**src/lp_cfg.svh**
```systemverilog
//********************
// loop platform configuration
// stream widths, fifo depth and register script pacing
//********************
`ifndef LP_CFG_SVH
`define LP_CFG_SVH

//********************
// stream path
//********************
`define LP_WORD_W      32   // host side word
`define LP_BEAT_W      64   // internal beat, two host words
`define LP_FIFO_DEPTH  16   // beats, keep it a power of two

//********************
// register script
//********************
`define LP_GAP_CYCLES  10   // clocks from one write to the next
`define LP_SCRIPT_LEN  20   // five lli nodes of four words
`define LP_ADDR_W      32   // register bus address

`endif

```
**src/lp_pkg.sv**
```systemverilog
//********************
// loop platform types
// stream word, internal beat and register write entry
//********************
`include "lp_cfg.svh"

package lp_pkg;

    // one word on the host stream
    typedef struct packed {
        logic [`LP_WORD_W-1:0]   data;
        logic [`LP_WORD_W/8-1:0] keep;   // byte enables, low bytes first
        logic                    last;   // closes the packet
    } host_word_t;

    // one beat between packer, fifo and unpacker
    typedef struct packed {
        logic [`LP_BEAT_W-1:0]   data;   // high half is the later word
        logic [`LP_BEAT_W/8-1:0] keep;   // upper nibble zero on a half beat
        logic                    last;
    } stream_beat_t;

    // one script entry, also the bus write itself
    typedef struct packed {
        logic [`LP_ADDR_W-1:0] addr;
        logic [`LP_WORD_W-1:0] data;
    } reg_write_t;

    // index into the script table
    typedef logic [$clog2(`LP_SCRIPT_LEN)-1:0] script_idx_t;

endpackage

```
**src/word_packer.sv**
```systemverilog
//********************
// word packer
// joins two host words into one beat, low word first
// a last word closes the beat early with upper keep zero
//********************
`timescale 1ns/100ps
`include "lp_cfg.svh"

module word_packer
(
    input  logic                 clk_80m,
    input  logic                 rst_n,
    input  logic                 in_valid,
    input  lp_pkg::host_word_t   in_word,
    output logic                 in_ready,
    output logic                 pk_valid,
    output lp_pkg::stream_beat_t pk_beat,
    input  logic                 pk_ready
);
    import lp_pkg::*;

    localparam int KEEP_W = `LP_WORD_W / 8;

    host_word_t lo_word;    // first word of the beat being built
    logic       lo_full;    // lo_word holds a word
    logic       run_q;      // up one cycle after reset
    logic       in_fire;
    logic       close_beat; // this word completes a beat

    // stall input while a finished beat waits downstream
    assign in_ready   = run_q && (!pk_valid || pk_ready);
    assign in_fire    = in_valid && in_ready;
    assign close_beat = in_fire && (lo_full || in_word.last);

    //********************
    // control
    //********************
    always_ff @(posedge clk_80m or negedge rst_n)
    begin
        if (!rst_n)
        begin
            run_q    <= 1'b0;
            lo_full  <= 1'b0;
            pk_valid <= 1'b0;
        end
        else
        begin
            run_q <= 1'b1;
            if (close_beat)
            begin
                lo_full  <= 1'b0;
                pk_valid <= 1'b1;   // new beat replaces any beat taken this cycle
            end
            else
            begin
                if (in_fire)
                    lo_full <= 1'b1;    // first half parked
                if (pk_ready)
                    pk_valid <= 1'b0;
            end
        end
    end

    //********************
    // datapath
    //********************
    always_ff @(posedge clk_80m)
    begin
        if (in_fire && !lo_full)
            lo_word <= in_word;
        if (in_fire && lo_full)
        begin
            pk_beat.data <= {in_word.data, lo_word.data};
            pk_beat.keep <= {in_word.keep, lo_word.keep};
            pk_beat.last <= in_word.last;
        end
        else if (in_fire && in_word.last)
        begin
            // single word packet tail, upper half empty
            pk_beat.data <= {{`LP_WORD_W{1'b0}}, in_word.data};
            pk_beat.keep <= {{KEEP_W{1'b0}}, in_word.keep};
            pk_beat.last <= 1'b1;
        end
    end

endmodule

```
**src/stream_fifo.sv**
```systemverilog
//********************
// stream fifo
// circular buffer of beats, valid/ready on both sides
//********************
`timescale 1ns/100ps
`include "lp_cfg.svh"

module stream_fifo
#(
    parameter int DEPTH = `LP_FIFO_DEPTH    // power of two, 2 or more
)
(
    input  logic                 clk_80m,
    input  logic                 rst_n,
    input  logic                 wr_valid,
    input  lp_pkg::stream_beat_t wr_beat,
    output logic                 wr_ready,
    output logic                 rd_valid,
    output lp_pkg::stream_beat_t rd_beat,
    input  logic                 rd_ready
);
    import lp_pkg::*;

    localparam int PTR_W = $clog2(DEPTH);
    localparam int CNT_W = $clog2(DEPTH + 1);

    stream_beat_t     mem [DEPTH];
    logic [PTR_W-1:0] wr_ptr;   // wraps on its own
    logic [PTR_W-1:0] rd_ptr;
    logic [CNT_W-1:0] count;    // beats held
    logic             wr_fire;
    logic             rd_fire;

    assign wr_ready = (count != CNT_W'(DEPTH));    // full
    assign rd_valid = (count != '0);               // empty
    assign rd_beat  = mem[rd_ptr];                 // head always on the output
    assign wr_fire  = wr_valid && wr_ready;
    assign rd_fire  = rd_valid && rd_ready;

    //********************
    // storage
    //********************
    always_ff @(posedge clk_80m)
    begin
        if (wr_fire)
            mem[wr_ptr] <= wr_beat;
    end

    //********************
    // pointers and count
    //********************
    always_ff @(posedge clk_80m or negedge rst_n)
    begin
        if (!rst_n)
        begin
            wr_ptr <= '0;
            rd_ptr <= '0;
            count  <= '0;
        end
        else
        begin
            if (wr_fire)
                wr_ptr <= wr_ptr + 1'b1;
            if (rd_fire)
                rd_ptr <= rd_ptr + 1'b1;
            case ({wr_fire, rd_fire})
                2'b10:   count <= count + 1'b1;
                2'b01:   count <= count - 1'b1;
                default: count <= count;    // both or neither, no change
            endcase
        end
    end

endmodule

```
**src/word_unpacker.sv**
```systemverilog
//********************
// word unpacker
// splits beats into host words, low half first
// upper half skipped when its keep is zero
//********************
`timescale 1ns/100ps
`include "lp_cfg.svh"

module word_unpacker
(
    input  logic                 clk_80m,
    input  logic                 rst_n,
    input  logic                 fo_valid,
    input  lp_pkg::stream_beat_t fo_beat,
    output logic                 fo_ready,
    output logic                 out_valid,
    output lp_pkg::host_word_t   out_word,
    input  logic                 out_ready
);
    import lp_pkg::*;

    localparam int KEEP_W = `LP_WORD_W / 8;

    host_word_t        hi_word;     // upper half waiting its turn
    logic              hi_pending;
    logic              adv;         // output register free this cycle
    logic              fo_fire;
    logic [KEEP_W-1:0] hi_keep;

    assign hi_keep  = fo_beat.keep[`LP_BEAT_W/8-1:KEEP_W];
    assign adv      = !out_valid || out_ready;
    assign fo_ready = !hi_pending && adv;   // next beat only once this one is out
    assign fo_fire  = fo_valid && fo_ready;

    //********************
    // control
    //********************
    always_ff @(posedge clk_80m or negedge rst_n)
    begin
        if (!rst_n)
        begin
            out_valid  <= 1'b0;
            hi_pending <= 1'b0;
        end
        else if (hi_pending && adv)
        begin
            out_valid  <= 1'b1;  // second word goes out
            hi_pending <= 1'b0;
        end
        else if (fo_fire)
        begin
            out_valid  <= 1'b1;
            hi_pending <= (hi_keep != '0);
        end
        else if (adv)
        begin
            out_valid <= 1'b0;   // drained
        end
    end

    //********************
    // datapath
    //********************
    always_ff @(posedge clk_80m)
    begin
        if (hi_pending && adv)
        begin
            out_word <= hi_word;
        end
        else if (fo_fire)
        begin
            out_word.data <= fo_beat.data[`LP_WORD_W-1:0];
            out_word.keep <= fo_beat.keep[KEEP_W-1:0];
            out_word.last <= fo_beat.last && (hi_keep == '0); // last only if no upper word
            hi_word.data  <= fo_beat.data[`LP_BEAT_W-1:`LP_WORD_W];
            hi_word.keep  <= hi_keep;
            hi_word.last  <= fo_beat.last;
        end
    end

endmodule

```
**src/reg_script_rom.sv**
```systemverilog
//********************
// register script table
// five lli descriptor nodes, four words each
//********************
`timescale 1ns/100ps
`include "lp_cfg.svh"

module reg_script_rom
(
    input  lp_pkg::script_idx_t idx,
    output lp_pkg::reg_write_t  entry
);
    import lp_pkg::*;

    localparam logic [`LP_ADDR_W-1:0] LLI_BASE  = 32'h6000_0000;  // node 0 in sram
    localparam logic [`LP_WORD_W-1:0] SRC_BASE  = 32'h2000_0100;
    localparam logic [`LP_WORD_W-1:0] DST_BASE  = 32'h6000_0100;
    localparam logic [2:0]            LAST_NODE = 3'(`LP_SCRIPT_LEN / 4 - 1);

    logic [2:0]            node;        // entry / 4
    logic [1:0]            word;        // word inside the node
    logic [`LP_ADDR_W-1:0] node_base;
    logic [`LP_WORD_W-1:0] node_len;

    assign node      = 3'(idx >> 2);
    assign word      = idx[1:0];
    assign node_base = LLI_BASE + `LP_ADDR_W'({node, 5'b0});    // 0x20 per node

    // transfer length per node
    always_comb
    begin
        case (node)
            3'd0, 3'd1: node_len = 32'h08;
            3'd2, 3'd3: node_len = 32'h10;
            3'd4:       node_len = 32'h18;
            default:    node_len = '0;
        endcase
    end

    always_comb
    begin
        entry.addr = node_base + `LP_ADDR_W'({word, 2'b0});
        case (word)
            2'd0:    entry.data = SRC_BASE + `LP_WORD_W'({node, 8'h00});  // source
            2'd1:    entry.data = DST_BASE + `LP_WORD_W'({node, 8'h00});  // destination
            2'd2:    entry.data = node_len;
            default: entry.data = (node == LAST_NODE) ? '0 : node_base + 32'h20; // next
        endcase
        // past the table end
        if (idx >= script_idx_t'(`LP_SCRIPT_LEN))
            entry = '0;
    end

endmodule

```
**src/gap_timer.sv**
```systemverilog
//********************
// gap timer
// down counter, expire pulses LP_GAP_CYCLES clocks after load
//********************
`timescale 1ns/100ps
`include "lp_cfg.svh"

module gap_timer
(
    input  logic clk_80m,
    input  logic rst_n,
    input  logic load,
    output logic expire
);

    localparam int CNT_W = $clog2(`LP_GAP_CYCLES + 1);

    logic [CNT_W-1:0] cnt;  // zero means idle

    // one cycle pulse on the final count
    assign expire = (cnt == CNT_W'(1));

    always_ff @(posedge clk_80m or negedge rst_n)
    begin
        if (!rst_n)
            cnt <= '0;
        else if (load)
            cnt <= CNT_W'(`LP_GAP_CYCLES);  // reload wins over counting
        else if (cnt != '0)
            cnt <= cnt - 1'b1;
    end

endmodule

```
**src/reg_script_fsm.sv**
```systemverilog
//********************
// register script FSM
// steps through the table on start, one write per timer gap
//********************
`timescale 1ns/100ps
`include "lp_cfg.svh"

module reg_script_fsm
(
    input  logic                clk_80m,
    input  logic                rst_n,
    input  logic                start,
    input  logic                expire,
    output logic                load,
    output lp_pkg::script_idx_t idx,
    input  lp_pkg::reg_write_t  entry,
    output logic                reg_wr,
    output lp_pkg::reg_write_t  reg_bus,
    output logic                busy,
    output logic                done
);
    import lp_pkg::*;

    typedef enum logic [1:0] {
        S_IDLE,
        S_WAIT,     // timer running
        S_WRITE     // strobe cycle
    } state_t;

    localparam script_idx_t LAST_IDX = script_idx_t'(`LP_SCRIPT_LEN - 1);

    state_t state;
    logic   go;
    logic   last_entry;

    assign go         = (state == S_IDLE) && start && !done;   // ignored while busy
    assign last_entry = (idx == LAST_IDX);

    // reload on expire keeps the spacing exact
    assign load   = go || ((state == S_WAIT) && expire && !last_entry);
    assign reg_wr = (state == S_WRITE);
    assign busy   = (state != S_IDLE) || done;   // done cycle still counts

    //********************
    // state and index
    //********************
    always_ff @(posedge clk_80m or negedge rst_n)
    begin
        if (!rst_n)
        begin
            state <= S_IDLE;
            idx   <= '0;
            done  <= 1'b0;
        end
        else
        begin
            done <= 1'b0;
            case (state)
                S_IDLE:
                begin
                    if (go)
                    begin
                        state <= S_WAIT;
                        idx   <= '0;
                    end
                end
                S_WAIT:
                begin
                    if (expire)
                        state <= S_WRITE;
                end
                S_WRITE:
                begin
                    if (last_entry)
                    begin
                        state <= S_IDLE;
                        idx   <= '0;
                        done  <= 1'b1;   // one cycle after the last strobe
                    end
                    else
                    begin
                        state <= S_WAIT;
                        idx   <= idx + 1'b1;
                    end
                end
                default: state <= S_IDLE;
            endcase
        end
    end

    // capture table entry for the strobe cycle
    always_ff @(posedge clk_80m)
    begin
        if ((state == S_WAIT) && expire)
            reg_bus <= entry;
    end

endmodule

```
**src/loop_platform_top.sv**
```systemverilog
//********************
// loop platform top
// host stream loopback through one fifo, plus register script writer
//********************
`timescale 1ns/100ps

module loop_platform_top
(
    input  logic               clk_80m,
    input  logic               rst_n,
    input  logic               in_valid,
    input  lp_pkg::host_word_t in_word,
    output logic               in_ready,
    output logic               out_valid,
    output lp_pkg::host_word_t out_word,
    input  logic               out_ready,
    input  logic               start,
    output logic               reg_wr,
    output lp_pkg::reg_write_t reg_bus,
    output logic               busy,
    output logic               done
);
    import lp_pkg::*;

    stream_beat_t pk_beat;  // packer to fifo
    logic         pk_valid;
    logic         pk_ready;
    stream_beat_t fo_beat;  // fifo to unpacker
    logic         fo_valid;
    logic         fo_ready;
    logic         tm_load;
    logic         tm_expire;
    script_idx_t  rom_idx;
    reg_write_t   rom_entry;

    //********************
    // loopback stream path
    //********************
    word_packer u_packer (
        .clk_80m  (clk_80m),
        .rst_n    (rst_n),
        .in_valid (in_valid),
        .in_word  (in_word),
        .in_ready (in_ready),
        .pk_valid (pk_valid),
        .pk_beat  (pk_beat),
        .pk_ready (pk_ready)
    );

    stream_fifo u_fifo (
        .clk_80m  (clk_80m),
        .rst_n    (rst_n),
        .wr_valid (pk_valid),
        .wr_beat  (pk_beat),
        .wr_ready (pk_ready),
        .rd_valid (fo_valid),
        .rd_beat  (fo_beat),
        .rd_ready (fo_ready)
    );

    word_unpacker u_unpacker (
        .clk_80m   (clk_80m),
        .rst_n     (rst_n),
        .fo_valid  (fo_valid),
        .fo_beat   (fo_beat),
        .fo_ready  (fo_ready),
        .out_valid (out_valid),
        .out_word  (out_word),
        .out_ready (out_ready)
    );

    //********************
    // register script writer
    //********************
    reg_script_fsm u_fsm (
        .clk_80m (clk_80m),
        .rst_n   (rst_n),
        .start   (start),
        .expire  (tm_expire),
        .load    (tm_load),
        .idx     (rom_idx),
        .entry   (rom_entry),
        .reg_wr  (reg_wr),
        .reg_bus (reg_bus),
        .busy    (busy),
        .done    (done)
    );

    gap_timer u_timer (
        .clk_80m (clk_80m),
        .rst_n   (rst_n),
        .load    (tm_load),
        .expire  (tm_expire)
    );

    reg_script_rom u_rom (
        .idx   (rom_idx),
        .entry (rom_entry)
    );

endmodule

```
**config.mk**
```make
export PLATFORM = sky130hd
export DESIGN_NAME = loop_platform_top
export DESIGN_NICKNAME = d
export VERILOG_FILES = /design/src/lp_pkg.sv /design/src/word_packer.sv /design/src/stream_fifo.sv /design/src/word_unpacker.sv /design/src/reg_script_rom.sv /design/src/gap_timer.sv /design/src/reg_script_fsm.sv /design/src/loop_platform_top.sv
export VERILOG_INCLUDE_DIRS = /design/src
export SDC_FILE = /design/constraint.sdc
export NUM_CORES = 1
export LEC_CHECK = 0
export BUFFER_PORTS_ARGS = -buffer_cell sky130_fd_sc_hd__buf_4
export CAP_MARGIN = 15
export CORE_MARGIN = 10
export CORE_UTILIZATION = 60
export DETAILED_ROUTE_END_ITERATION = 8
export GPL_ROUTABILITY_DRIVEN = 0
export GPL_TIMING_DRIVEN = 0
export HOLD_SLACK_MARGIN = 0.1
export PLACE_DENSITY = 0.82
export SETUP_SLACK_MARGIN = 0.05
export SYNTH_ARGS = -nofsm -noshare
export SYNTH_HDL_FRONTEND = slang
export SYNTH_HIERARCHICAL = 1
export SYNTH_SLANG_ARGS = --single-unit
```
**constraint.sdc**
```tcl
create_clock -name clk_80m -period 7.4 [get_ports clk_80m]
set_clock_uncertainty 0.05 [all_clocks]
set_input_delay 0 -clock clk_80m [delete_from_list [all_inputs] [get_ports clk_80m]]
set_output_delay 0 -clock clk_80m [all_outputs]
set_load 0.05 [all_outputs]
```
======== After elaboration in Yosys (flattened, before gate mapping) ========
Memory sizes are Yosys's and may differ from the RTL's.
Index checks and enable logic that the tools add are counted.
storage, ports and cells
  memory bits (writable) .................. 1168
  ROM bits ................................ 0
  bits in latches ......................... 0
  word-level logic and storage cells ...... 131
  output and inout bits ................... 106
  bits of input ports ..................... 42
  flip-flop bits (word level) ............. 277
  memories ................................ 1
cells by class
  muxes and demuxes ....................... 30
  $add $sub $neg .......................... 11
  bitwise gates (word level) .............. 1
  div/mod/pow operators ................... 0
  multipliers ............................. 0
  shift-type cells ........................ 0
  eq/ne operators ......................... 15
  reductions and logical operators ........ 47
  magnitude comparators ................... 1
memory list
  name        words  width  read ports  clocked after Yosys merged registers in  wr ports  line               RTL
  u_fifo.mem  16     73     1           0                                        1         stream_fifo.sv:27  stream_beat_t mem [DEPTH];
operators with widths
  operator                  count
  $mux W73                  2
  $pmux W32 S3              1
  $mux W37                  2
  $add A31 B11 Y32 const A  1
  $add A31 B8 Y32 const A   1
  $add A32 B4 Y32           1
  $add A32 B6 Y32 const B   1
  $mux W32                  1
  $add A30 B11 Y31 const A  1
  $pmux W5 S2               2
  $reduce_bool A2 Y1        8
  $logic_and A1 B1 Y1       15
  $pmux W5 S3               1
  $mux W1                   14
  $add A5 B1 Y5 const B     2
  $mux W5                   2
  $add A4 B1 Y4 const B     2
  $mux W4                   2
  $reduce_bool A4 Y1        2
  $eq A2 B1 Y1 const B      3
  $eq A2 B2 Y1 const B      3
  $eq A3 B2 Y1 const B      2
  $logic_not A1 Y1          6
  $pmux W2 S3               1
  19 further kinds          29

======== Logic depth before layout (Yosys ltp) ========
  word-level depth ........................ 7
  depth in mapped cells ................... 13
  mapped depth without buffers ............ 12

======== By module ========
Netlist, hierarchy kept.
modules (own cells, without submodules)
  module          area each (um^2)  cells an instance  seq. area each (um^2)  times used
  stream_fifo     45667.5           2259               35399.0                1
  word_packer     4237.8            203                3348.2                 1
  word_unpacker   2860.2            128                2272.2                 1
  reg_script_fsm  2378.5            107                2122.0                 1
  reg_script_rom  630.6             94                 0.0                    1
  gap_timer       241.5             24                 100.1                  1

======== Worst setup path after synthesis ========
Ideal clock, no wire load.
  kind .................................... flip-flop to flip-flop
  from .................................... register u_fifo.count[0]
  to ...................................... memory u_fifo/mem[3][0] (netlist name), enable pin
  data arrival time ....................... 5.892 ns
  stages on the path, launching flop included .. 7
  setup time .............................. 0.594 ns
  clock period less this slack ............ 6.536 ns
  path buffers ............................ 1
  path slack .............................. 0.864 ns
  data required time ...................... 6.756 ns
  path through ............................ dfrtp_1 -> nor4_1 -> nand2_1 -> and2_1 -> buf_2 -> nand2_1 -> nor3_1
between the ends
  longest elaborated chain between the ends .. 4
ends and longest elaborated chain
  element                        line                     RTL
  from (decl)                    stream_fifo.sv:30        logic [CNT_W-1:0] count;
  from (signal assigned)         stream_fifo.sv:67        2'b10: count <= count + 1'b1;
  from (signal assigned)         stream_fifo.sv:68        2'b01: count <= count - 1'b1;
  from (signal assigned)         stream_fifo.sv:69        default: count <= count;
  $ne A5 B5 Y1                   stream_fifo.sv:34        assign wr_ready = (count != CNT_W'(DEPTH));
  net pk_ready                   loop_platform_top.sv:27  logic pk_ready;
  $logic_and A1 B1 Y1            stream_fifo.sv:37        assign wr_fire = wr_valid && wr_ready;
  $mux W1                        stream_fifo.sv:45        if (wr_fire)
  $mux W1 (implied by the code)  stream_fifo.sv:46        mem[wr_ptr] <= wr_beat;
  to (decl)                      stream_fifo.sv:27
The timed path passes the listed nets, and every way through them passes these cells.

======== Worst setup path in the final report ========
  from .................................... register u_fifo.count[0]
  to ...................................... register u_fifo.count[4]
between the ends
  longest elaborated chain between the ends .. 4
  elaborated cells between the ends (all ways) .. 10
  classes of those cells .................. 2 x add/sub; 3 x eq/ne; 1 x mux; 4 x reduce/logical
ends and longest elaborated chain
  element                                            line                     RTL
  $reduce_bool A5 Y1 *                               stream_fifo.sv:35        assign rd_valid = (count != '0);
  net fo_valid                                       loop_platform_top.sv:29  logic fo_valid;
  $logic_and A1 B1 Y1 *                              stream_fifo.sv:38        assign rd_fire = rd_valid && rd_ready;
  net u_fifo.rd_fire                                 stream_fifo.sv:32        logic rd_fire;
  $eq A2 B1 Y1 or $eq A2 B2 Y1 (tied branches)       stream_fifo.sv:66        case ({wr_fire, rd_fire})
  $pmux W5 S2 or $reduce_bool A2 Y1 (tied branches)  -
The timed path passes the listed nets; every way through them passes the cells marked *.
A chain may end at the register's enable or synchronous reset.

==> results_dict.tcl <==
set metrics [dict create \
    grt_start_max_net_pins 37 \
    grt.overflow.total 0 \
    ctsHoldBuffers 85 \
    detail_route.iter0.violations 4715 \
    design.die.area_um2 106000 \
    max-vdd-ir-drop_mv 0.278 \
    grt_setup_unrepaired "no" \
    synthFlopType "edfxtp_1" \
    grt.met1_usage 0.354 \
    vias_per_cell 6.66 \
    filler_cell_count 5120 \
    clkSlewWorstSetupHoldPaths_ps 60 \
    post-cts-setup-buffers 0 \
    detail_route.wirelength_um 153000 \
    synth.distinct_cells 66 \
    setup-tns-final_ps 0 \
    post-layout-total-power_mw 25.1 \
    clock_tree_from_tritoncts "yes" \
    pre_cts_ws_ps 3930 \
    worstSkewPairLatency_ps 760 \
    pwr_density_cell_nw_per_um2 382 \
    area.growth.synth_to_final_pct 17.4 \
    largest_fanout_on_the_critical_path 5 \
    hold_path.startpoint "in_word[32]" \
    cts_buf_count 141 \
    maxSlewHeadroom 0.105 \
    ff2ff_path_depth 11 \
    final_layout_net_count 3374 \
    hpwl_um 93600 \
    grtUsageMet3 0.0808 \
    number_of_max_slew_violations_in_the_final_report 0 \
    routed_wire_length_per_instance_um 32.8 \
    h-tree-depth 4 \
    cells_resized_by_post_cts_repair 0 \
    root_buffer "clkbuf_16" \
    final_min_period_over_clock_period 0.520 \
    dieHeight_um 326 \
    report.final.hold_viol_count 0 \
    end_kind "flop" \
    start_util 0.603 \
    grt_antenna_before_repair 8 \
    yosys_register_bits 1445 \
    grt_pass1_wl_um 220000 \
    layout_common_cells "edfxtp_1 (1415), buf_4 (221), mux2i_1 (220)" \
    synthesized_instance_count 2815 \
    avgSynthCellArea_um2 19.9 \
    proportion_of_layout_cells_with_a_drive_suffix_above_1 0.262 \
    ys.warnings.count 6 \
    power.static_leakage_nw 22.6 \
    yosysTopAreaCell "edfxtp_1" \
    grt_pass1_vias 31500 \
    synth.yosys.seq_area_share 0.772 \
    final-setup-viol-count 0 \
    standard_cell_rows 112 \
    die_x_um 326 \
    postLayoutSetupSlackWorst_ps 3550 \
    grt_most_used_layer "met2" \
    setup.worst_path.start "u_fifo/count[0]$_DFFE_PN0P_" \
    crit_type "flop to flop" \
    cts.sinks 1445 \
    r2r_slack_ps 3550 \
    hp-class "primary input to flop" \
    core-area_um2 92900 \
    gr-usage-met2 0.469 \
    post_synth_instance_area_um2 56000 \
    period_needed_ps 3850 \
    io-pin-count 148 \
    setup.worst_path.end "u_fifo/count[4]$_DFFE_PN0P_" \
    detail_route_antenna_nets 0 \
    globalRouteTotalUtil 0.286 \
    outcome "complete, no violations" \
    rr_endpoint "u_fifo/count[4]$_DFFE_PN0P_" \
    synth.top_cells.by_area "edfxtp_1 (76%), mux4_2 (5.9%), mux2i_1 (3.9%)" \
    utilization 0.708 \
    max_cap_violations 0 \
    most_frequent_standard_cell_in_the_layout_excluding_fill_and_tap_cells "edfxtp_1" \
    synth-edff-count 1415 \
    tightestPinTransition_ps 1340 \
    max-clock-path-buffers 3 \
    critPathRequiredTime_ps 7980 \
    finalInstanceArea_um2 65800 \
    startpoint_type "flop" \
    synthArstFlopShare 0.0208 \
    placedInstanceArea_um2 60300 \
    critPathArrivalTime_ps 4430 \
    remaining_drc_errors 0 \
    route.vias.total 31200 \
    detail_route.first_pass.iterations 5 \
    yosysTopAreaCellShare 0.759 \
    clock.fmax_mhz 260 \
    placement.io_buffers 147 \
    critical_path.reg2reg.startpoint "u_fifo/count[0]$_DFFE_PN0P_" \
]
==> layout make-up <==
type                            count  area, µm²  area share
Antenna cell                        3       7.51    0.000114
Sequential cell                  1445      43200       0.657
Multi-Input combinational cell   1213      11800       0.179
Inverter                           15       56.3    0.000856
Clock buffer                      181       3770      0.0574
Timing Repair Buffer              311       3290      0.0500
Clock inverter                     71        823      0.0125
Buffer                            188       1220      0.0186
Tap cell                         1254       1570      0.0239
==> layer usage <==
metal	up-vias	share of wire
met4	4	0.048
met3	535	0.13
li1	12300	-
met1	15600	0.33
met5	-	0.00046
met2	2688	0.49
==> power breakdown <==
| part | internal, mW | switching, mW | total (mW) |
|---|---|---|---|
| clock network | 4.15 | 3.05 | 7.21 |
| registers | 9.77 | 0.371 | 10.1 |
| logic | 2.80 | 4.96 | 7.75 |
==> worst min path at each step <==
stage,end,slack [ps],depth (start not counted)
3_3_place_gp,u_fsm/state[1]$_DFFE_PN0P_,-90,1
6_report,u_packer/pk_beat[36]$_DFFE_PP_,140,3
2_1_floorplan,u_fifo/count[0]$_DFFE_PN0P_,-350,0
4_1_cts,u_packer/pk_beat[68]$_SDFFCE_PN0P_,100,3
5_1_grt,u_packer/pk_beat[36]$_DFFE_PP_,140,3
3_5_place_dp,u_fsm/done$_DFF_PN0_,-70,1
==> cell usage after synthesis (4+ instances only) <==
library cell	n
clkbuf_1	55
a221oi_2	25
xnor2_1	8
buf_4	72
and2_1	41
o21ai_1	10
buf_1	4
a221oi_1	48
o21ai_0	143
dfrtp_1	30
nand3_1	7
xor2_1	4
a21boi_0	4
edfxtp_1	1415
nor3_1	7
ha_1	16
nor2_1	27
mux2_4	48
buf_6	23
buf_2	28
nor2b_1	8
a21oi_1	80
nand2_1	95
nand2b_1	12
a22oi_1	74
mux2i_1	220
inv_1	14
mux2_2	99
mux4_2	146
==> flip-flops by register name, indices dropped and copies added, names as in the netlist, 4 cells and up <==
name                 flops
u_timer/cnt              4
u_fsm/idx                5
u_fsm/reg_bus           64
u_unpacker/out_word     37
u_unpacker/hi_word      37
u_fifo/wr_ptr            4
u_fifo/rd_ptr            4
u_fifo/mem            1168
u_packer/lo_word        36
u_fifo/count             5
u_packer/pk_beat        73
==> per-stage QoR <==
step | instances | hold slack (ps)
floorplan | 2861 | -346
global placement | 4262 | -88.1
detailed placement | 4341 | -68.5
CTS | 4678 | 101
global route | 4678 | 136
finish | 4681 | 140
==> kinds of logic after synthesis <==
family	share of synthesized area
AOI/OAI and AO/OA	0.0479
xor gates and xnor gates	0.00188
adders and majority gates	0.00393
buffers and inverters	0.0228
DFF	0.772
muxes	0.131
other	0.000134
and+or+nand+nor	0.0207
==> critical path: stages (launching register included) <==
cell      delay (ps)
dfrtp_1          440
nor4_1           480
nand2b_1         220
and2_1           210
clkbuf_1         290
ha_1             370
ha_1             360
nor2b_1          170
o21ai_0          380
a21oi_1          150
or3b_2           460
xnor2_1          140
Power figures use the tool's default switching activity.
